**config.mk**
```make
export PLATFORM = sky130hd
export DESIGN_NAME = branch_frontend
export DESIGN_NICKNAME = d
export VERILOG_FILES = /design/src/defines.sv /design/src/id_forward_unit.sv /design/src/pc_adder.sv /design/src/fetch_unit.sv /design/src/branch_frontend.sv
export SDC_FILE = /design/constraint.sdc
export NUM_CORES = 1
export LEC_CHECK = 0
export BUFFER_PORTS_ARGS = -buffer_cell sky130_fd_sc_hd__buf_2
export CAP_MARGIN = 10
export CORE_ASPECT_RATIO = 0.75
export CORE_MARGIN = 2
export CORE_UTILIZATION = 51
export DETAILED_ROUTE_END_ITERATION = 10
export PLACE_DENSITY_LB_ADDON = 0.12
export SLEW_MARGIN = 20
export SYNTH_ARGS = -nofsm -noshare
export SYNTH_HDL_FRONTEND = slang
export SYNTH_SLANG_ARGS = --single-unit
```
**constraint.sdc**
```tcl
create_clock -name clk -period 7.07 [get_ports clk]
set_input_delay 1.0605 -clock clk [delete_from_list [all_inputs] [get_ports clk]]
set_output_delay 1.0605 -clock clk [all_outputs]
set_load 0.005 [all_outputs]
```
**src/defines.sv**
```systemverilog
// Shared widths, instruction fields and select encodings for the decode front end, compiled first.

package defines;

	// ==================================================
	// Machine words
	// ==================================================

	// Register width of the RV32I base ISA.
	localparam int XLEN = 32;

	// One machine word. PCs, operands and jump targets all use it.
	typedef logic [XLEN-1:0] data_t;

	// One fetched instruction word.
	// The opcode sits in bits 6:0, funct3 in bits 14:12.
	// The rs1 field is bits 19:15 and the rs2 field is bits 24:20.
	typedef logic [31:0] instr_t;

	// Decoded instruction fields.
	typedef logic [6:0] opcode_t;
	typedef logic [2:0] funct3_t;
	typedef logic [4:0] reg_addr_t;

	// All-zero word, used as the fallback for muxes and immediates.
	localparam data_t NULL = '0;

	// Sequential PC increment for a 32-bit instruction.
	localparam data_t PC_STEP = data_t'(4);

	// ==================================================
	// Major opcodes
	// ==================================================

	// Conditional branches.
	localparam opcode_t B = 7'b1100011;
	// Jump and link, PC relative.
	localparam opcode_t JAL = 7'b1101111;
	// Jump and link, register relative.
	localparam opcode_t JALR = 7'b1100111;
	// Register-immediate ALU operations.
	localparam opcode_t OP_IMM = 7'b0010011;
	// Register-register ALU operations.
	localparam opcode_t OP = 7'b0110011;

	// Branch conditions carried in funct3 of a B-type instruction.
	// The codes 010 and 011 are not branches and never take.
	localparam funct3_t BEQ = 3'b000;
	localparam funct3_t BNE = 3'b001;
	localparam funct3_t BLT = 3'b100;
	localparam funct3_t BGE = 3'b101;
	localparam funct3_t BLTU = 3'b110;
	localparam funct3_t BGEU = 3'b111;

	// ==================================================
	// Select and state encodings
	// ==================================================

	// Where a decode operand comes from.
	// RS_ID_SEL is the register file value, the others are in-flight results.
	typedef enum logic [1:0] {
		RS_ID_SEL = 2'd0,
		EX_ID_SEL = 2'd1,
		MEM_ID_SEL = 2'd2,
		WB_ID_SEL = 2'd3
	} id_fwd_sel_t;

	// Fetch handshake states.
	// IDLE waits for ack low, REQ holds req, DROP waits for ack to fall.
	// HOLD keeps the instruction for decode once the memory has let go.
	typedef enum logic [1:0] {
		IDLE = 2'd0,
		REQ = 2'd1,
		DROP = 2'd2,
		HOLD = 2'd3
	} fetch_state_t;

endpackage : defines

```
**src/id_forward_unit.sv**
```systemverilog
// Decode operand forwarding; picks the youngest pending EX/MEM/WB write for each register source.

`timescale 1ns/10ps

module id_forward_unit (
	input	defines::reg_addr_t		rs1_addr,
	input	defines::reg_addr_t		rs2_addr,
	input	defines::reg_addr_t		ex_rd,
	input	defines::reg_addr_t		mem_rd,
	input	defines::reg_addr_t		wb_rd,
	input	logic					ex_we,
	input	logic					mem_we,
	input	logic					wb_we,

	output	defines::id_fwd_sel_t	fwd_rs1,
	output	defines::id_fwd_sel_t	fwd_rs2
);

	// ==================================================
	// Per-source priority encoder
	// ==================================================

	// Returns the operand source for one register read.
	// EX holds the youngest result, so it wins over MEM, and MEM over WB.
	// A stage only counts when it really writes and its target is not x0.
	function automatic defines::id_fwd_sel_t pick_source(
		input defines::reg_addr_t	src,
		input defines::reg_addr_t	ex_tag,
		input logic					ex_wr,
		input defines::reg_addr_t	mem_tag,
		input logic					mem_wr,
		input defines::reg_addr_t	wb_tag,
		input logic					wb_wr
	);
		defines::id_fwd_sel_t sel;

		sel = defines::RS_ID_SEL;

		// Register zero reads as zero, whatever is in flight for it.
		if (src != '0) begin
			if (ex_wr && (ex_tag == src)) begin
				sel = defines::EX_ID_SEL;
			end else if (mem_wr && (mem_tag == src)) begin
				sel = defines::MEM_ID_SEL;
			end else if (wb_wr && (wb_tag == src)) begin
				sel = defines::WB_ID_SEL;
			end
		end

		return sel;
	endfunction

	// ==================================================
	// Select outputs
	// ==================================================

	// Both sources use the same encoder against the same three stages.
	// The selects are purely combinational and follow id_instr directly.
	always_comb begin
		fwd_rs1 = pick_source(rs1_addr, ex_rd, ex_we, mem_rd, mem_we, wb_rd, wb_we);
		fwd_rs2 = pick_source(rs2_addr, ex_rd, ex_we, mem_rd, mem_we, wb_rd, wb_we);
	end

endmodule : id_forward_unit

```
**src/pc_adder.sv**
```systemverilog
// Decode-stage branch and jump resolution; gives the taken flag, the target and the next fetch PC.

`timescale 1ns/10ps

module pc_adder (
	input	defines::instr_t		instr,
	input	defines::data_t			pc,
	input	defines::data_t			rs1,
	input	defines::data_t			rs2,
	input	defines::data_t			ex_data,
	input	defines::data_t			mem_data,
	input	defines::data_t			wb_data,
	input	defines::id_fwd_sel_t	fwd_rs1,
	input	defines::id_fwd_sel_t	fwd_rs2,

	output	defines::data_t			pc_bj,
	output	defines::data_t			pc_nxt,
	output	logic					pc_sel,
	output	logic					branch_taken
);

	defines::opcode_t	opcode;
	defines::funct3_t	funct3;
	defines::data_t		op1;
	defines::data_t		op2;
	defines::data_t		imm;
	defines::data_t		base;
	defines::data_t		target;
	logic				is_branch;
	logic				is_jal;
	logic				is_jalr;
	logic				cond;

	// Field decode. Only the opcode and funct3 matter for control flow.
	assign opcode = instr[6:0];
	assign funct3 = instr[14:12];

	assign is_branch = (opcode == defines::B);
	assign is_jal = (opcode == defines::JAL);
	assign is_jalr = (opcode == defines::JALR);

	// ==================================================
	// Operand forwarding mux
	// ==================================================

	// Returns the register file value or the in-flight result named by sel.
	function automatic defines::data_t pick_operand(
		input defines::id_fwd_sel_t	sel,
		input defines::data_t		rf_value,
		input defines::data_t		ex_value,
		input defines::data_t		mem_value,
		input defines::data_t		wb_value
	);
		defines::data_t value;

		case (sel)
			defines::RS_ID_SEL:		value = rf_value;
			defines::EX_ID_SEL:		value = ex_value;
			defines::MEM_ID_SEL:	value = mem_value;
			defines::WB_ID_SEL:		value = wb_value;
			default:				value = defines::NULL;
		endcase

		return value;
	endfunction

	assign op1 = pick_operand(fwd_rs1, rs1, ex_data, mem_data, wb_data);
	assign op2 = pick_operand(fwd_rs2, rs2, ex_data, mem_data, wb_data);

	// ==================================================
	// Branch condition
	// ==================================================

	// The six conditions come in pairs, each one the inverse of the other.
	// Only a B-type opcode may raise branch_taken.
	always_comb begin
		case (funct3)
			defines::BEQ:	cond = (op1 == op2);
			defines::BNE:	cond = (op1 != op2);
			defines::BLT:	cond = ($signed(op1) < $signed(op2));
			defines::BGE:	cond = ($signed(op1) >= $signed(op2));
			defines::BLTU:	cond = (op1 < op2);
			defines::BGEU:	cond = (op1 >= op2);
			default:		cond = 1'b0;
		endcase
	end

	assign branch_taken = is_branch && cond;

	// ==================================================
	// Immediate and target
	// ==================================================

	// B and J offsets are in half-words, so bit 0 is a zero filler.
	// The JALR offset is a plain signed byte offset from the I format.
	always_comb begin
		case (opcode)
			defines::B:		imm = {{20{instr[31]}}, instr[7], instr[30:25], instr[11:8], 1'b0};
			defines::JAL:	imm = {{12{instr[31]}}, instr[19:12], instr[20], instr[30:21], 1'b0};
			defines::JALR:	imm = {{20{instr[31]}}, instr[31:20]};
			default:		imm = defines::NULL;
		endcase
	end

	// JALR adds to the forwarded rs1; branches and JAL add to the PC.
	assign base = is_jalr ? op1 : pc;
	assign target = base + imm;

	// The JALR result has its lowest bit forced to zero.
	assign pc_bj = is_jalr ? {target[defines::XLEN-1:1], 1'b0} : target;

	// Redirect on a taken branch or on any jump, otherwise step on.
	assign pc_sel = branch_taken || is_jal || is_jalr;
	assign pc_nxt = pc_sel ? pc_bj : (pc + defines::PC_STEP);

endmodule : pc_adder

```
**src/fetch_unit.sv**
```systemverilog
// Fetch PC and four-phase instruction-memory handshake; hands each word to decode and waits for accept.

`timescale 1ns/10ps

module fetch_unit #(
	parameter defines::data_t RESET_PC = 32'h0000_0000
) (
	input	logic				clk,
	input	logic				reset,
	input	logic				id_stall,
	input	defines::data_t		pc_nxt,

	output	logic				imem_req,
	output	defines::data_t		imem_addr,
	input	logic				imem_ack,
	input	defines::instr_t	imem_rdata,

	output	logic				id_valid,
	output	defines::instr_t	id_instr,
	output	defines::data_t		id_pc
);

	defines::fetch_state_t	state;
	defines::fetch_state_t	state_nxt;
	defines::data_t			pc;
	logic					capture;
	logic					accept;

	// ==================================================
	// Handshake and decode strobes
	// ==================================================

	// Req is high exactly while the FSM sits in REQ.
	// The address is the PC register, which only moves on acceptance.
	assign imem_req = (state == defines::REQ);
	assign imem_addr = pc;

	// The word is taken in the cycle the memory acknowledges.
	assign capture = (state == defines::REQ) && imem_ack;

	// An instruction is held for decode in DROP and in HOLD.
	// Decode takes it in any cycle it is not stalled.
	assign id_valid = (state == defines::DROP) || (state == defines::HOLD);
	assign accept = id_valid && !id_stall;

	// ==================================================
	// Fetch FSM
	// ==================================================

	// A new request never starts while ack is still high from the last one.
	// There is no prefetch, so the next request waits for the accepted pc_nxt.
	always_comb begin
		state_nxt = state;
		unique case (state)
			defines::IDLE: begin
				if (!imem_ack) begin
					state_nxt = defines::REQ;
				end
			end
			defines::REQ: begin
				if (imem_ack) begin
					state_nxt = defines::DROP;
				end
			end
			defines::DROP: begin
				// Acceptance may come before the memory has dropped ack.
				if (accept) begin
					state_nxt = imem_ack ? defines::IDLE : defines::REQ;
				end else if (!imem_ack) begin
					state_nxt = defines::HOLD;
				end
			end
			defines::HOLD: begin
				if (accept) begin
					state_nxt = imem_ack ? defines::IDLE : defines::REQ;
				end
			end
			default: begin
				state_nxt = defines::IDLE;
			end
		endcase
	end

	// State and PC. The PC steps or redirects only when decode takes the word.
	always_ff @(posedge clk) begin
		if (reset) begin
			state <= defines::IDLE;
			pc <= RESET_PC;
		end else begin
			state <= state_nxt;
			if (accept) begin
				pc <= pc_nxt;
			end
		end
	end

	// ==================================================
	// Decode holding registers
	// ==================================================

	// The word and the address it came from are kept until acceptance.
	// Both stay put through a stall because capture only fires in REQ.
	always_ff @(posedge clk) begin
		if (capture) begin
			id_instr <= imem_rdata;
			id_pc <= pc;
		end
	end

endmodule : fetch_unit

```
**src/branch_frontend.sv**
```systemverilog
// Top of the decode control-flow front end; wires fetch, operand forwarding and branch resolution.

`timescale 1ns/10ps

module branch_frontend #(
	parameter defines::data_t RESET_PC = 32'h0000_0000
) (
	input	logic					clk,
	input	logic					reset,

	// Instruction memory port.
	output	logic					imem_req,
	output	defines::data_t			imem_addr,
	input	logic					imem_ack,
	input	defines::instr_t		imem_rdata,

	// Decode side.
	input	logic					id_stall,
	output	logic					id_valid,
	output	defines::instr_t		id_instr,
	output	defines::data_t			id_pc,

	// Register file reads, answered in the same cycle.
	output	defines::reg_addr_t		rs1_addr,
	output	defines::reg_addr_t		rs2_addr,
	input	defines::data_t			rs1_data,
	input	defines::data_t			rs2_data,

	// Pending writes from the later stages.
	input	defines::reg_addr_t		ex_rd,
	input	logic					ex_we,
	input	defines::data_t			ex_data,
	input	defines::reg_addr_t		mem_rd,
	input	logic					mem_we,
	input	defines::data_t			mem_data,
	input	defines::reg_addr_t		wb_rd,
	input	logic					wb_we,
	input	defines::data_t			wb_data,

	// Control-flow result.
	output	logic					pc_sel,
	output	logic					branch_taken,
	output	defines::data_t			pc_bj
);

	defines::data_t			pc_nxt;
	defines::id_fwd_sel_t	fwd_rs1;
	defines::id_fwd_sel_t	fwd_rs2;

	// Source register numbers straight from the held instruction.
	assign rs1_addr = id_instr[19:15];
	assign rs2_addr = id_instr[24:20];

	fetch_unit #(
		.RESET_PC	(RESET_PC)
	) u_fetch_unit (
		.clk		(clk),
		.reset		(reset),
		.id_stall	(id_stall),
		.pc_nxt		(pc_nxt),
		.imem_req	(imem_req),
		.imem_addr	(imem_addr),
		.imem_ack	(imem_ack),
		.imem_rdata	(imem_rdata),
		.id_valid	(id_valid),
		.id_instr	(id_instr),
		.id_pc		(id_pc)
	);

	id_forward_unit u_id_forward_unit (
		.rs1_addr	(rs1_addr),
		.rs2_addr	(rs2_addr),
		.ex_rd		(ex_rd),
		.mem_rd		(mem_rd),
		.wb_rd		(wb_rd),
		.ex_we		(ex_we),
		.mem_we		(mem_we),
		.wb_we		(wb_we),
		.fwd_rs1	(fwd_rs1),
		.fwd_rs2	(fwd_rs2)
	);

	// The next PC goes back to fetch in the same cycle, with no register.
	pc_adder u_pc_adder (
		.instr			(id_instr),
		.pc				(id_pc),
		.rs1			(rs1_data),
		.rs2			(rs2_data),
		.ex_data		(ex_data),
		.mem_data		(mem_data),
		.wb_data		(wb_data),
		.fwd_rs1		(fwd_rs1),
		.fwd_rs2		(fwd_rs2),
		.pc_bj			(pc_bj),
		.pc_nxt			(pc_nxt),
		.pc_sel			(pc_sel),
		.branch_taken	(branch_taken)
	);

endmodule : branch_frontend

```
After elaboration in Yosys (flattened, before gate mapping) --
Index checks and enable logic that the tools add are counted.
Storage, ports and cells: flip-flop bits (word level) 98, input port bits 214, output and inout bits 142, word-level logic and storage cells 81
Operators by class: add/subtract/negate cells 2, $lt $le $gt $ge 4, equality and inequality tests 29, multiplexer cells 22, reduce and logical (&&, ||, !) cells 20
Operator list (number):
- case mux 32 bit (4 select lines) | 2
- case mux 32 bit (3 select lines) | 1
- greater-or-equal comparator 32 bit | 2
- < comparator 32 bit | 2
- two-way mux 32 bit | 2
- adder 32 x 3 -> 32 bit, second input constant | 1
- adder 32 bit | 1
- == test 32 bit | 1
- inequality test 32 bit | 1
- == test 5 bit | 6
- two-way mux 2 bit | 13
- == test 7 bit, second input constant | 3
- == test 2 bit, second input constant | 6
- == test 3 bit, second input constant | 4
- nonzero test 5 bit | 2
- logical AND 1 bit | 9
- case mux 2 bit (4 select lines) | 1
- == test 2 x 1 -> 1 bit, second input constant | 3
- zero test 2 bit | 3
- case mux 1 bit (6 select lines) | 1
- inequality test 2 x 1 -> 1 bit, second input constant | 2
- AND reduction 4 bit | 1
- == test 3 x 1 -> 1 bit, second input constant | 1
- zero test 3 bit | 1
- 5 further kinds | 8

Depth between registers and ports, before layout --
Gate-level depths: netlist (run 1).
word-level depth 14, gate-level depth with buffers 23, mapped depth without buffers 20

By module --
A second synthesis (run 1) with hierarchy kept.
Second synthesis, totals: cells, all modules 921, area, all modules 9738.1 sq um
Modules (own cells, without submodules):
- pc_adder | times used 1, cells each 635, area an instance 5723.0 sq um, seq. area each 0.0 sq um
- fetch_unit | times used 1, cells each 220, area an instance 3488.3 sq um, seq. area each 2602.5 sq um
- id_forward_unit | times used 1, cells each 56, area an instance 451.7 sq um, seq. area each 0.0 sq um
- branch_frontend | times used 1, cells each 10, area an instance 75.1 sq um, seq. area each 0.0 sq um

Least setup slack after synthesis (run 1) --
No wires, ideal clock.
path kind input to output, start in mem_rd[3], end out pc_bj[24], data arrival time 4980 ps, data required time 6009 ps, slack 1029 ps, cell stages on the path 21, buffers on the path 2, cells stage by stage xor2_1 -> nor4_2 -> and3_1 -> clkbuf_2 -> nor2_1 -> clkbuf_1 -> a22o_1 -> a22oi_1 -> nor2_1 -> a21oi_1 -> o21ai_0 -> ha_1 -> fa_1 -> a21o_1 -> a221o_1 -> o211ai_2 -> nor3_2 -> a2111oi_4 -> o32ai_1 -> a21oi_2 -> xnor2_1
Between the ends: cells in the longest elaborated chain, start to end 9, elaborated cells on any way between the ends 12, those cells by class add/sub (1); eq/ne (4); mux (5); reduce/logical (2)
Ends and longest elaborated chain:
- from (decl) | RTL line branch_frontend.sv:33 | input defines::reg_addr_t mem_rd,
- == test 5 bit (*) | RTL line id_forward_unit.sv:43 | end else if (mem_wr && (mem_tag == src)) begin
- logical AND 1 bit (*) | RTL line id_forward_unit.sv:43
- two-way mux 2 bit (*) | RTL line id_forward_unit.sv:43
- two-way mux 2 bit (*) | RTL line id_forward_unit.sv:41 | if (ex_wr && (ex_tag == src)) begin
- two-way mux 2 bit (*) | RTL line id_forward_unit.sv:40 | if (src != '0) begin
- == test 2 bit, or another cell as far along | RTL line pc_adder.sv:56 | case (sel)
- case mux 32 bit (4 select lines) (*) | RTL line pc_adder.sv:56
- two-way mux 32 bit (*) | RTL line pc_adder.sv:106 | assign base = is_jalr ? op1 : pc;
- adder 32 bit (*) | RTL line pc_adder.sv:107 | assign target = base + imm;
- to (decl) | RTL line branch_frontend.sv:43 | output defines::data_t pc_bj
Every way passes the cells marked *; elsewhere a longest branch is shown, timed or not.

Worst setup path after layout (run 1) --
Ends and elaborated chain as after synthesis.

==> run_results.csv, run 1 <==
group,metric,value,unit
cts,cts_max_level,3,
synthesis,synthAdderAreaFrac,8.86,%
setup_path,critPathRequiredTime,6010,ps
routing,vias,10260,
pwr,ir_drop,112,uV
placed_design,finalWeightedCongestion,0.985,
setup_path,cp.arrival,5630,ps
synthesis,ys.warnings.count,0,
global_route,antenna_found_initial,1,
synthesis,synthArstFlopShare,0,%
setup_path,worstPathMaxFanout,10,
routing,finalWirelength,34200,um
global_route,grt_max_degree,66,
cts,clk_path_buf_depth,2,
floorplanning,io_pins,356,
outcome,status,"complete, no violations",
setup_path,startpoint_type,"primary input",
floorplanning,core_area,0.0177,mm2
routing,wl_met3,3540,um
global_route,grt_pass1_vias,9262,
synthesis,synth_top_family_by_area,"compound AO/OA/AOI/OAI gates",
routing,drcViolationCount,0,
job,max_cap_viol_count,0,
synthesis,yosysSeqAreaShare,28.1,%
setup_path,regToRegEndpoint,"u_fetch_unit.imem_addr[31]$_SDFFE_PP0P_",
synthesis,synth_edf_count,64,
timing,relSlewSlack,31.8,%
cts,clock_latency,360,ps
synthesis,synth_compound_area_share,26.8,%
min_path,hp-class,"register to register",
min_path,hp-start,"u_fetch_unit.imem_addr[2]$_SDFFE_PP0P_",
routing,dr_wl_met2,14900,um
synthesis,syn_nets,1377,
min_path,hold_end,"u_fetch_unit.id_pc[2]$_DFFE_PP_",
placed_design,place_ws,393,ps
synthesis,synth_area,0.00926,mm2
placed_design,io_buffers,355,
cts,cts_tree,"yes",
floorplanning,fp.dieW,160,um
setup_path,r2r-start,"u_fetch_unit.id_instr[23]$_DFFE_PP_",
layout,final_cell_mix,"355 x buf_2, 131 x nand2_1, 71 x o21ai_0",
synthesis,synth-simple-area-share,18.5,%
pwr,power_density,127,mW/mm2
floorplanning,die-area,0.0193,mm2
cts,cts_root_buf,"clkbuf_16",
synthesis,ys.flop_type,"edfxtp_1",
synthesis,synth_seq_cells,98,
timing,fmaxAchievable,149,MHz
timing,hold_viol,0,
global_route,gr-total-overflow,0,
setup_path,reg2reg_slack,1160,ps
routing,wl_met1,14700,um
cts,cts.sinks,98,
timing,setup-tns-final,0,ps
pwr,cellLeakagePower,5.16,nW
min_path,worstHoldPathCells,0,
timing,min_period,6690,ps
timing,rsz0062_at_grt,"false",
routing,dr.first_iter.drc_count,1327,
cts,clkTransAtPathRegs,70,ps
setup_path,path_class,"primary input to output port",
synthesis,synth_xor_area_share,8.31,%
timing,skew,9.86,ps
placed_design,hpwlAfterDp,27300,um
synthesis,yosysUniqueCellTypes,74,
routing,routedWlPerCell,20.8,um
timing,report.final.setup_viol,0,
synthesis,syn_inst,1098,
routing,dr.pass1.iters,5,
layout,drive_gt1_share,32.1,%
timing,slew_violations,0,
floorplanning,initial_core_util,52.3,%
cts,numCtsBuffers,9,
routing,vias_per_cell,6.23,
layout,final_nets,1678,
layout,nFillCells,1595,
timing,finalCritPeriodShare,94.7,%
timing,fin_ws,377,ps
synthesis,synth_mux_area_share,4.51,%
setup_path,critPathCaptureType,"output port",
floorplanning,num_rows,42,
timing,tightest_slew,1020,ps
routing,ant_nets,0,
layout,final_common_cell,"buf_2",
layout,area_delta_synth_final,23.5,%
global_route,grt_use_total,33.8,%
global_route,grt_first_pass_wirelength,51500,um
setup_path,reg2reg_depth,17,
routing,top_layer_used,"met4",
floorplanning,die_y,121,um
synthesis,avgSynthCellArea,8.43,um2
cell usage after synthesis, drive strengths merged, types with 13 or more instances:
master  instances  area, um2
xnor2          30        270
nand4          16        100
a22oi          32        254
a22o           35        307
buf            22        148
nand2         131        492
nor2           37        139
ha             64        801
edfxtp         64       1920
a21o           15        113
inv            14       52.6
mux2           30        338
and3           17        106
nand3          54        270
xor2           57        499
nor2b          13       81.3
o21ai          89        445
o22ai          63        394
a21oi          49        249
dfxtp          34        681
clkbuf         66        250
o311ai         20        183
nand3b         20        150
sequential cells by signal, indices dropped and copies added, names as in the netlist:
| signal | count |
|---|---|
| u_fetch_unit.id_pc | 32 |
| u_fetch_unit.imem_addr | 32 |
| u_fetch_unit.id_instr | 32 |
| u_fetch_unit.state | 2 |
per-layer routing:
metal | up-vias | GRT usage, %
met5 | - | 0
met4 | 0 | 11.8
met1 | 4735 | 48.2
met3 | 84 | 6.66
li1 | 4786 | -
met2 | 655 | 51.2
logic make-up (layout without fill, tap and decap cells):
kind of cell | count (synthesis) | count (layout)
AOI/OAI and AO/OA | 365 | 365
buffers and inverters | 102 | 408
muxes | 38 | 38
xor gates and xnor gates | 87 | 87
and+or+nand+nor | 343 | 343
other | 0 | 1
adders and majority gates | 65 | 65
DFF | 98 | 98
critical path: stages:
cell,delay [ps]
buf_2,110
xor2_1,150
nor4_2,360
and3_1,250
nor2_2,70
buf_4,190
a22o_1,180
a22oi_1,140
nor2_1,60
a21oi_1,200
o21ai_0,120
ha_1,250
fa_1,400
a21o_1,200
a221o_1,330
o211ai_2,320
nor3_2,100
a2111oi_4,380
o32ai_1,170
a21oi_2,180
xnor2_1,210
buf_2,180
metrics by stage:
stage | power (mW) | area (um2) | hold slack (ps) | utilization [%] | cells
6_report | 1.45 | 11400 | 459 | 64.6 | 1647
5_1_grt | 1.50 | 11400 | 467 | 64.6 | 1646
4_1_cts | 1.45 | 11400 | 460 | 64.5 | 1646
3_5_place_dp | 0.959 | 11100 | 443 | 62.8 | 1630
3_3_place_gp | 0.956 | 11100 | 433 | 62.8 | 1630
2_1_floorplan | 0.814 | 9260 | 443 | - | 1098
timing repair:
action,4_1_cts,5_1_grt
resized for setup,0,1
setup buffers,0,0
endpoints found under the setup margin,0,1
hold buffers,0,0
endpoints found under the hold margin,0,0
worst max-delay path by stage:
stage / cells past startpoint / slack (ps) / start / endpoint
floorplan: 21 / 1030 / mem_rd[3] / pc_bj[24]
global placement: 22 / 490 / mem_rd[3] / pc_bj[24]
detailed placement: 20 / 390 / ex_rd[0] / pc_bj[24]
CTS: 20 / 360 / ex_rd[0] / pc_bj[24]
global route: 22 / 100 / mem_rd[3] / pc_bj[24]
finish: 22 / 380 / mem_rd[3] / pc_bj[24]
area by class of cell:
class | count | area, um2 | share of cell area [%]
multi-input combinational | 898 | 6230 | 54.5
inverter | 14 | 52.6 | 0.460
clock buffer | 9 | 225 | 1.97
tap | 242 | 303 | 2.65
sequential | 98 | 2600 | 22.8
timing repair buffer | 378 | 1950 | 17.0
clock inverter | 7 | 70.1 | 0.613
antenna | 1 | 2.50 | 0.0219
report_power, final:
group,leakage (nW),total [mW],switching (mW),internal [mW]
clock,0.147,0.497,0.248,0.249
combinational,4.14,0.309,0.167,0.142
sequential,0.871,0.644,0.0209,0.624
(Power assumes the default switching activity.)
==> run 2: changes to the inputs <==
--- a/config.mk
+++ b/config.mk
@@ -6,12 +6,11 @@
 export NUM_CORES = 1
 export LEC_CHECK = 0
 export BUFFER_PORTS_ARGS = -buffer_cell sky130_fd_sc_hd__buf_2
-export CAP_MARGIN = 10
 export CORE_ASPECT_RATIO = 0.75
 export CORE_MARGIN = 2
 export CORE_UTILIZATION = 51
 export DETAILED_ROUTE_END_ITERATION = 10
-export PLACE_DENSITY_LB_ADDON = 0.12
+export PLACE_DENSITY = 0.83
 export SLEW_MARGIN = 20
 export SYNTH_ARGS = -nofsm -noshare
 export SYNTH_HDL_FRONTEND = slang
==> run_results.csv, run 2 (synthesis results as in run 1) <==
group,metric,value,unit
outcome,status,"complete, no violations",
timing,fmaxAchievable,148,MHz
floorplanning,core_area,0.0177,mm2
placed_design,hpwlAfterDp,28000,um
setup_path,crit_family,"compound AO/OA/AOI/OAI gates",
pwr,combPwrFrac,21.3,%
timing,relSlewSlack,31.8,%
setup_path,reg2reg_slack,1240,ps
global_route,antenna_found_initial,0,
pwr,p_int,1.02,mW
timing,tightest_slew,1020,ps
floorplanning,io_pins,356,
cts,ctsHoldBuffers,0,
layout,nFillCells,1578,
setup_path,r2r-start,"u_fetch_unit.id_instr[17]$_DFFE_PP_",
cts,clock_latency,360,ps
cts,numCtsBuffers,9,
global_route,grt_first_pass_wirelength,52500,um
cts,clk_path_buf_depth,2,
min_path,hp-start,"u_fetch_unit.imem_addr[18]$_SDFFE_PP0P_",
floorplanning,initial_core_util,52.3,%
placed_design,place_ws,381,ps
layout,antenna-diode-count,0,
setup_path,crit_chain,"buf_2 > xor2_1 > nor4_2 > and3_1 > buf_4 > a22o_1 > a22oi_1 > o21ai_0 > mux2_2 > ha_1 > and3_1 > a221o_1 > o211ai_2 > nor3_2 > a2111oi_4 > o32ai_1 > a21oi_2 > xnor2_1 > buf_2",
cts,cts_setup_buffers,0,
setup_path,cp_num_buf_inv,3,
floorplanning,num_rows,42,
global_route,grt_pass1_vias,9631,
layout,drive_gt1_share,32.1,%
setup_path,startpoint,"mem_rd[3]",
pwr,seqPwrFrac,44.2,%
routing,dr.first_iter.drc_count,1213,
layout,area_delta_synth_final,23.4,%
routing,routedWlPerCell,21.4,um
layout,final_common_cell,"buf_2",
routing,dr.pass1.iters,6,
pwr,sw_frac_of_total,30.3,%
setup_path,startpoint_type,"primary input",
global_route,gr-total-overflow,0,
setup_path,critPathRequiredTime,6010,ps
placed_design,placed_cell_area,0.0111,mm2
layout,final_nets,1677,
cts,cts_max_level,3,
timing,slew_violations,0,
setup_path,cp.arrival,5720,ps
timing,skew,14.5,ps
timing,setup-tns-final,0,ps
cts,cts.sinks,98,
routing,drcViolationCount,0,
floorplanning,die-area,0.0193,mm2
placed_design,io_buffers,355,
layout,final_area,0.0114,mm2
routing,vias_per_cell,6.30,
routing,finalWirelength,35200,um
cts,cts_tree,"yes",
pwr,power_density,128,mW/mm2
layout,final_cell_mix,"355 x buf_2, 130 x nand2_1, 71 x o21ai_0",
cts,cts_root_buf,"clkbuf_16",
floorplanning,die_y,121,um
cts,clkTransAtPathRegs,80,ps
pwr,cellLeakagePower,5.16,nW
placed_design,finalWeightedCongestion,0.997,
global_route,grt_use_total,34.5,%
timing,hold_viol,0,
timing,finalCritPeriodShare,95.9,%
timing,fin_ws,291,ps
floorplanning,fp.dieW,160,um
routing,ant_nets,0,
pwr,power_switching,0.442,mW
min_path,hp-class,"register to register",
setup_path,path_class,"primary input to output port",
global_route,grt_max_degree,66,
routing,vias,10357,
setup_path,critPathMaxStageDelay,400,ps
setup_path,crit_path_top_delay_cell,"o21ai_0",
timing,min_period,6780,ps
job,max_cap_viol_count,0,
timing,rsz0062_at_grt,"false",
pwr,ir_drop,136,uV
timing,report.final.setup_viol,0,
setup_path,critPathCaptureType,"output port",
pwr,power_frac_clock,34.5,%
setup_path,worstPathMaxFanout,32,
## run 2: layout make-up
class / count / area, um2 / area share [%]
clock buffers: 9 / 225 / 1.97
inverters: 14 / 52.6 / 0.460
clock inverters: 7 / 76.3 / 0.668
repair buffers: 377 / 1940 / 17.0
multi-input cells: 898 / 6230 / 54.5
well taps: 242 / 303 / 2.65
flip-flops and latches: 98 / 2600 / 22.8
## run 2: timing repair
action	CTS	global route
hold endpoints to repair	0	0
setup endpoints to repair	0	1
gates resized for setup	0	1
## run 2: power by group through the flow
stage | Sequential [mW] | Clock (mW) | Combinational, mW
floorplan | 0.650 | 0 | 0.164
global placement | 0.657 | 0 | 0.300
detailed placement | 0.657 | 0 | 0.304
CTS | 0.644 | 0.508 | 0.306
global route | 0.646 | 0.527 | 0.340
finish | 0.645 | 0.504 | 0.311
## run 2: path summary, 6_finish.rpt
path | endpoint | cells past startpoint
hold / removal | u_fetch_unit.id_pc[18]$_DFFE_PP_ | 0
setup / recovery | pc_bj[24] | 19
setup reg to reg | u_fetch_unit.imem_addr[31]$_SDFFE_PP0P_ | 17
hold reg to reg | u_fetch_unit.id_pc[18]$_DFFE_PP_ | 0
## run 2: layer usage
metal  wire length [um]  part of all wire [%]  GRT usage (%)  up-vias
met1              14900                    42           47.5     4791
met5                  0                     0              0        -
met4               1020                   2.9           11.1        0
met3               3730                    11           7.48       93
li1                   -                     -              -     4790
met2              15600                    44           54.1      683
## run 2: stage by stage
stage,util (%),hold WS (ps),std cells,power [mW]
finish,64.5,457,1645,1.46
global route,64.5,471,1645,1.51
CTS,64.5,461,1645,1.46
detailed placement,62.8,440,1629,0.961
global placement,62.8,437,1629,0.956
floorplan,-,443,1098,0.814
==> run 3: changes to the inputs <==
--- a/config.mk
+++ b/config.mk
@@ -6,7 +6,6 @@
 export NUM_CORES = 1
 export LEC_CHECK = 0
 export BUFFER_PORTS_ARGS = -buffer_cell sky130_fd_sc_hd__buf_2
-export CORE_ASPECT_RATIO = 0.75
 export CORE_MARGIN = 2
 export CORE_UTILIZATION = 51
 export DETAILED_ROUTE_END_ITERATION = 10
==> run_results.csv, run 3 (synthesis results as in run 1) <==
group,metric,value,unit
routing,vias_per_cell,6.38,
setup_path,critPathRequiredTime,6010,ps
global_route,grt_use_total,36.3,%
outcome,status,"complete, no violations",
min_path,hp-class,"register to register",
layout,area_delta_synth_final,24.1,%
setup_path,startpoint,"wb_rd[3]",
routing,dr.pass1.iters,6,
placed_design,place_inst,1612,
setup_path,crit_family,"compound AO/OA/AOI/OAI gates",
global_route,grt_pass1_vias,9641,
placed_design,hpwlAfterDp,29200,um
pwr,cellLeakagePower,5.16,nW
timing,fmaxAchievable,143,MHz
pwr,power_density,130,mW/mm2
setup_path,reg2reg_slack,1480,ps
floorplanning,die_y,139,um
setup_path,reg2reg_depth,18,
routing,finalWirelength,36900,um
setup_path,startpoint_type,"primary input",
setup_path,critPathMaxStageDelay,560,ps
setup_path,crit_path_top_delay_cell,"o21ai_0",
timing,relSlewSlack,28.9,%
setup_path,worstPathMaxFanout,30,
setup_path,critPathCaptureType,"output port",
timing,min_period,6970,ps
timing,rsz0062_at_grt,"false",
layout,final_nets,1673,
timing,hold_viol,0,
pwr,power_frac_clock,35.1,%
routing,ant_nets,0,
layout,drive_gt1_share,32.0,%
global_route,gr-total-overflow,0,
floorplanning,core_area,0.0179,mm2
layout,final_cell_mix,"355 x buf_2, 131 x nand2_1, 71 x o21ai_0",
setup_path,regToRegEndpoint,"u_fetch_unit.imem_addr[31]$_SDFFE_PP0P_",
global_route,antenna_found_initial,12,
cts,cts_max_level,3,
cts,ctsHoldBuffers,0,
cts,cts_root_buf,"clkbuf_16",
timing,setup-tns-final,0,ps
cts,numCtsBuffers,9,
setup_path,cp.depth,20,
pwr,combPwrFrac,21.9,%
job,max_cap_viol_count,0,
routing,drcViolationCount,0,
floorplanning,num_rows,49,
floorplanning,die-area,0.0192,mm2
cts,clk_path_buf_depth,2,
layout,final_common_cell,"buf_2",
floorplanning,io_pins,356,
setup_path,r2r-start,"u_fetch_unit.id_instr[23]$_DFFE_PP_",
setup_path,path_class,"primary input to output port",
pwr,power_switching,0.442,mW
setup_path,crit_end,"pc_bj[31]",
pwr,ir_drop,174,uV
layout,fin_cells,1640,
timing,finalCritPeriodShare,98.6,%
routing,routedWlPerCell,22.5,um
routing,vias,10461,
pwr,sw_frac_of_total,29.6,%
routing,dr.first_iter.drc_count,1055,
placed_design,finalWeightedCongestion,1.02,
placed_design,io_buffers,355,
global_route,grt_first_pass_wirelength,55400,um
floorplanning,fp.dieW,139,um
floorplanning,initial_core_util,51.7,%
min_path,hp-start,"u_fetch_unit.imem_addr[31]$_SDFFE_PP0P_",
timing,slew_violations,0,
cts,cts.sinks,98,
timing,report.final.setup_viol,0,
setup_path,cp.arrival,5910,ps
timing,skew,15.4,ps
global_route,grt_max_degree,66,
pwr,seqPwrFrac,43.1,%
setup_path,cp_num_buf_inv,3,
cts,clkTransAtPathRegs,80,ps
setup_path,crit_chain,"buf_2 > xor2_1 > nor4_1 > nand3_1 > nor2_2 > buf_12 > a22o_1 > a22oi_1 > o21ai_0 > mux2_2 > ha_1 > and4_1 > nand3_1 > a2111oi_4 > o211ai_1 > a21oi_1 > nand4_1 > a21oi_1 > xor2_1 > buf_2",
pwr,p_int,1.05,mW
cts,cts_tree,"yes",
timing,tightest_slew,1060,ps
cts,clock_latency,360,ps
run 3: changes by cell type in the layout (fill, tap and decap cells not counted), sizes merged:
cell and change:
bufinv +1, buf -4, inv -1, diode +12
run 3: worst min path at each step:
| stage | to | slack [ps] | cells past startpoint |
|---|---|---|---|
| floorplan | u_fetch_unit.state[0]$_SDFFE_PP0P_ | 440 | 2 |
| global placement | u_fetch_unit.id_pc[14]$_DFFE_PP_ | 430 | 0 |
| detailed placement | u_fetch_unit.id_pc[31]$_DFFE_PP_ | 440 | 0 |
| CTS | u_fetch_unit.id_pc[31]$_DFFE_PP_ | 460 | 0 |
| global route | u_fetch_unit.id_pc[10]$_DFFE_PP_ | 470 | 0 |
| finish | u_fetch_unit.id_pc[31]$_DFFE_PP_ | 460 | 0 |
run 3: power by group through the flow:
stage | Clock, mW | Combinational [mW] | Sequential (mW)
after floorplan | 0 | 0.164 | 0.650
after global placement | 0 | 0.312 | 0.655
after detailed placement | 0 | 0.316 | 0.656
after CTS | 0.529 | 0.318 | 0.643
after global routing | 0.549 | 0.354 | 0.645
final | 0.524 | 0.326 | 0.643
run 3: area by class of cell:
type / instances / area, um2
diodes: 12 / 30.0
clock buffers: 9 / 225
clock inverters: 7 / 92.6
fillers: 1637 / 6410
inverters: 14 / 52.6
multi-input cells: 898 / 6250
flip-flops and latches: 98 / 2600
well taps: 229 / 287
repair buffers: 373 / 1950
run 3: metal layers:
metal  global-route usage [%]  share of wire (%)
met5                        0                  0
met4                     17.3                4.9
met3                     6.98                 10
met2                     57.2                 45
met1                     48.3                 39
run 3: metrics by stage:
step,hold slack [ps],worst slack (ps),cell area [um2],power (mW),util [%]
6_report,461,99.4,11500,1.49,64.2
5_1_grt,471,39.1,11500,1.55,64.2
4_1_cts,457,101,11400,1.49,63.9
3_5_place_dp,438,122,11100,0.972,62.1
3_3_place_gp,434,112,11100,0.968,62.1
2_1_floorplan,443,1030,9260,0.814,-
run 3: what timing repair did:
| action | CTS | global route |
|---|---|---|
| hold endpoints to repair | 0 | 0 |
| buffers inserted | 0 | 0 |
| resized for setup | 0 | 2 |
| setup endpoints to repair | 0 | 1 |
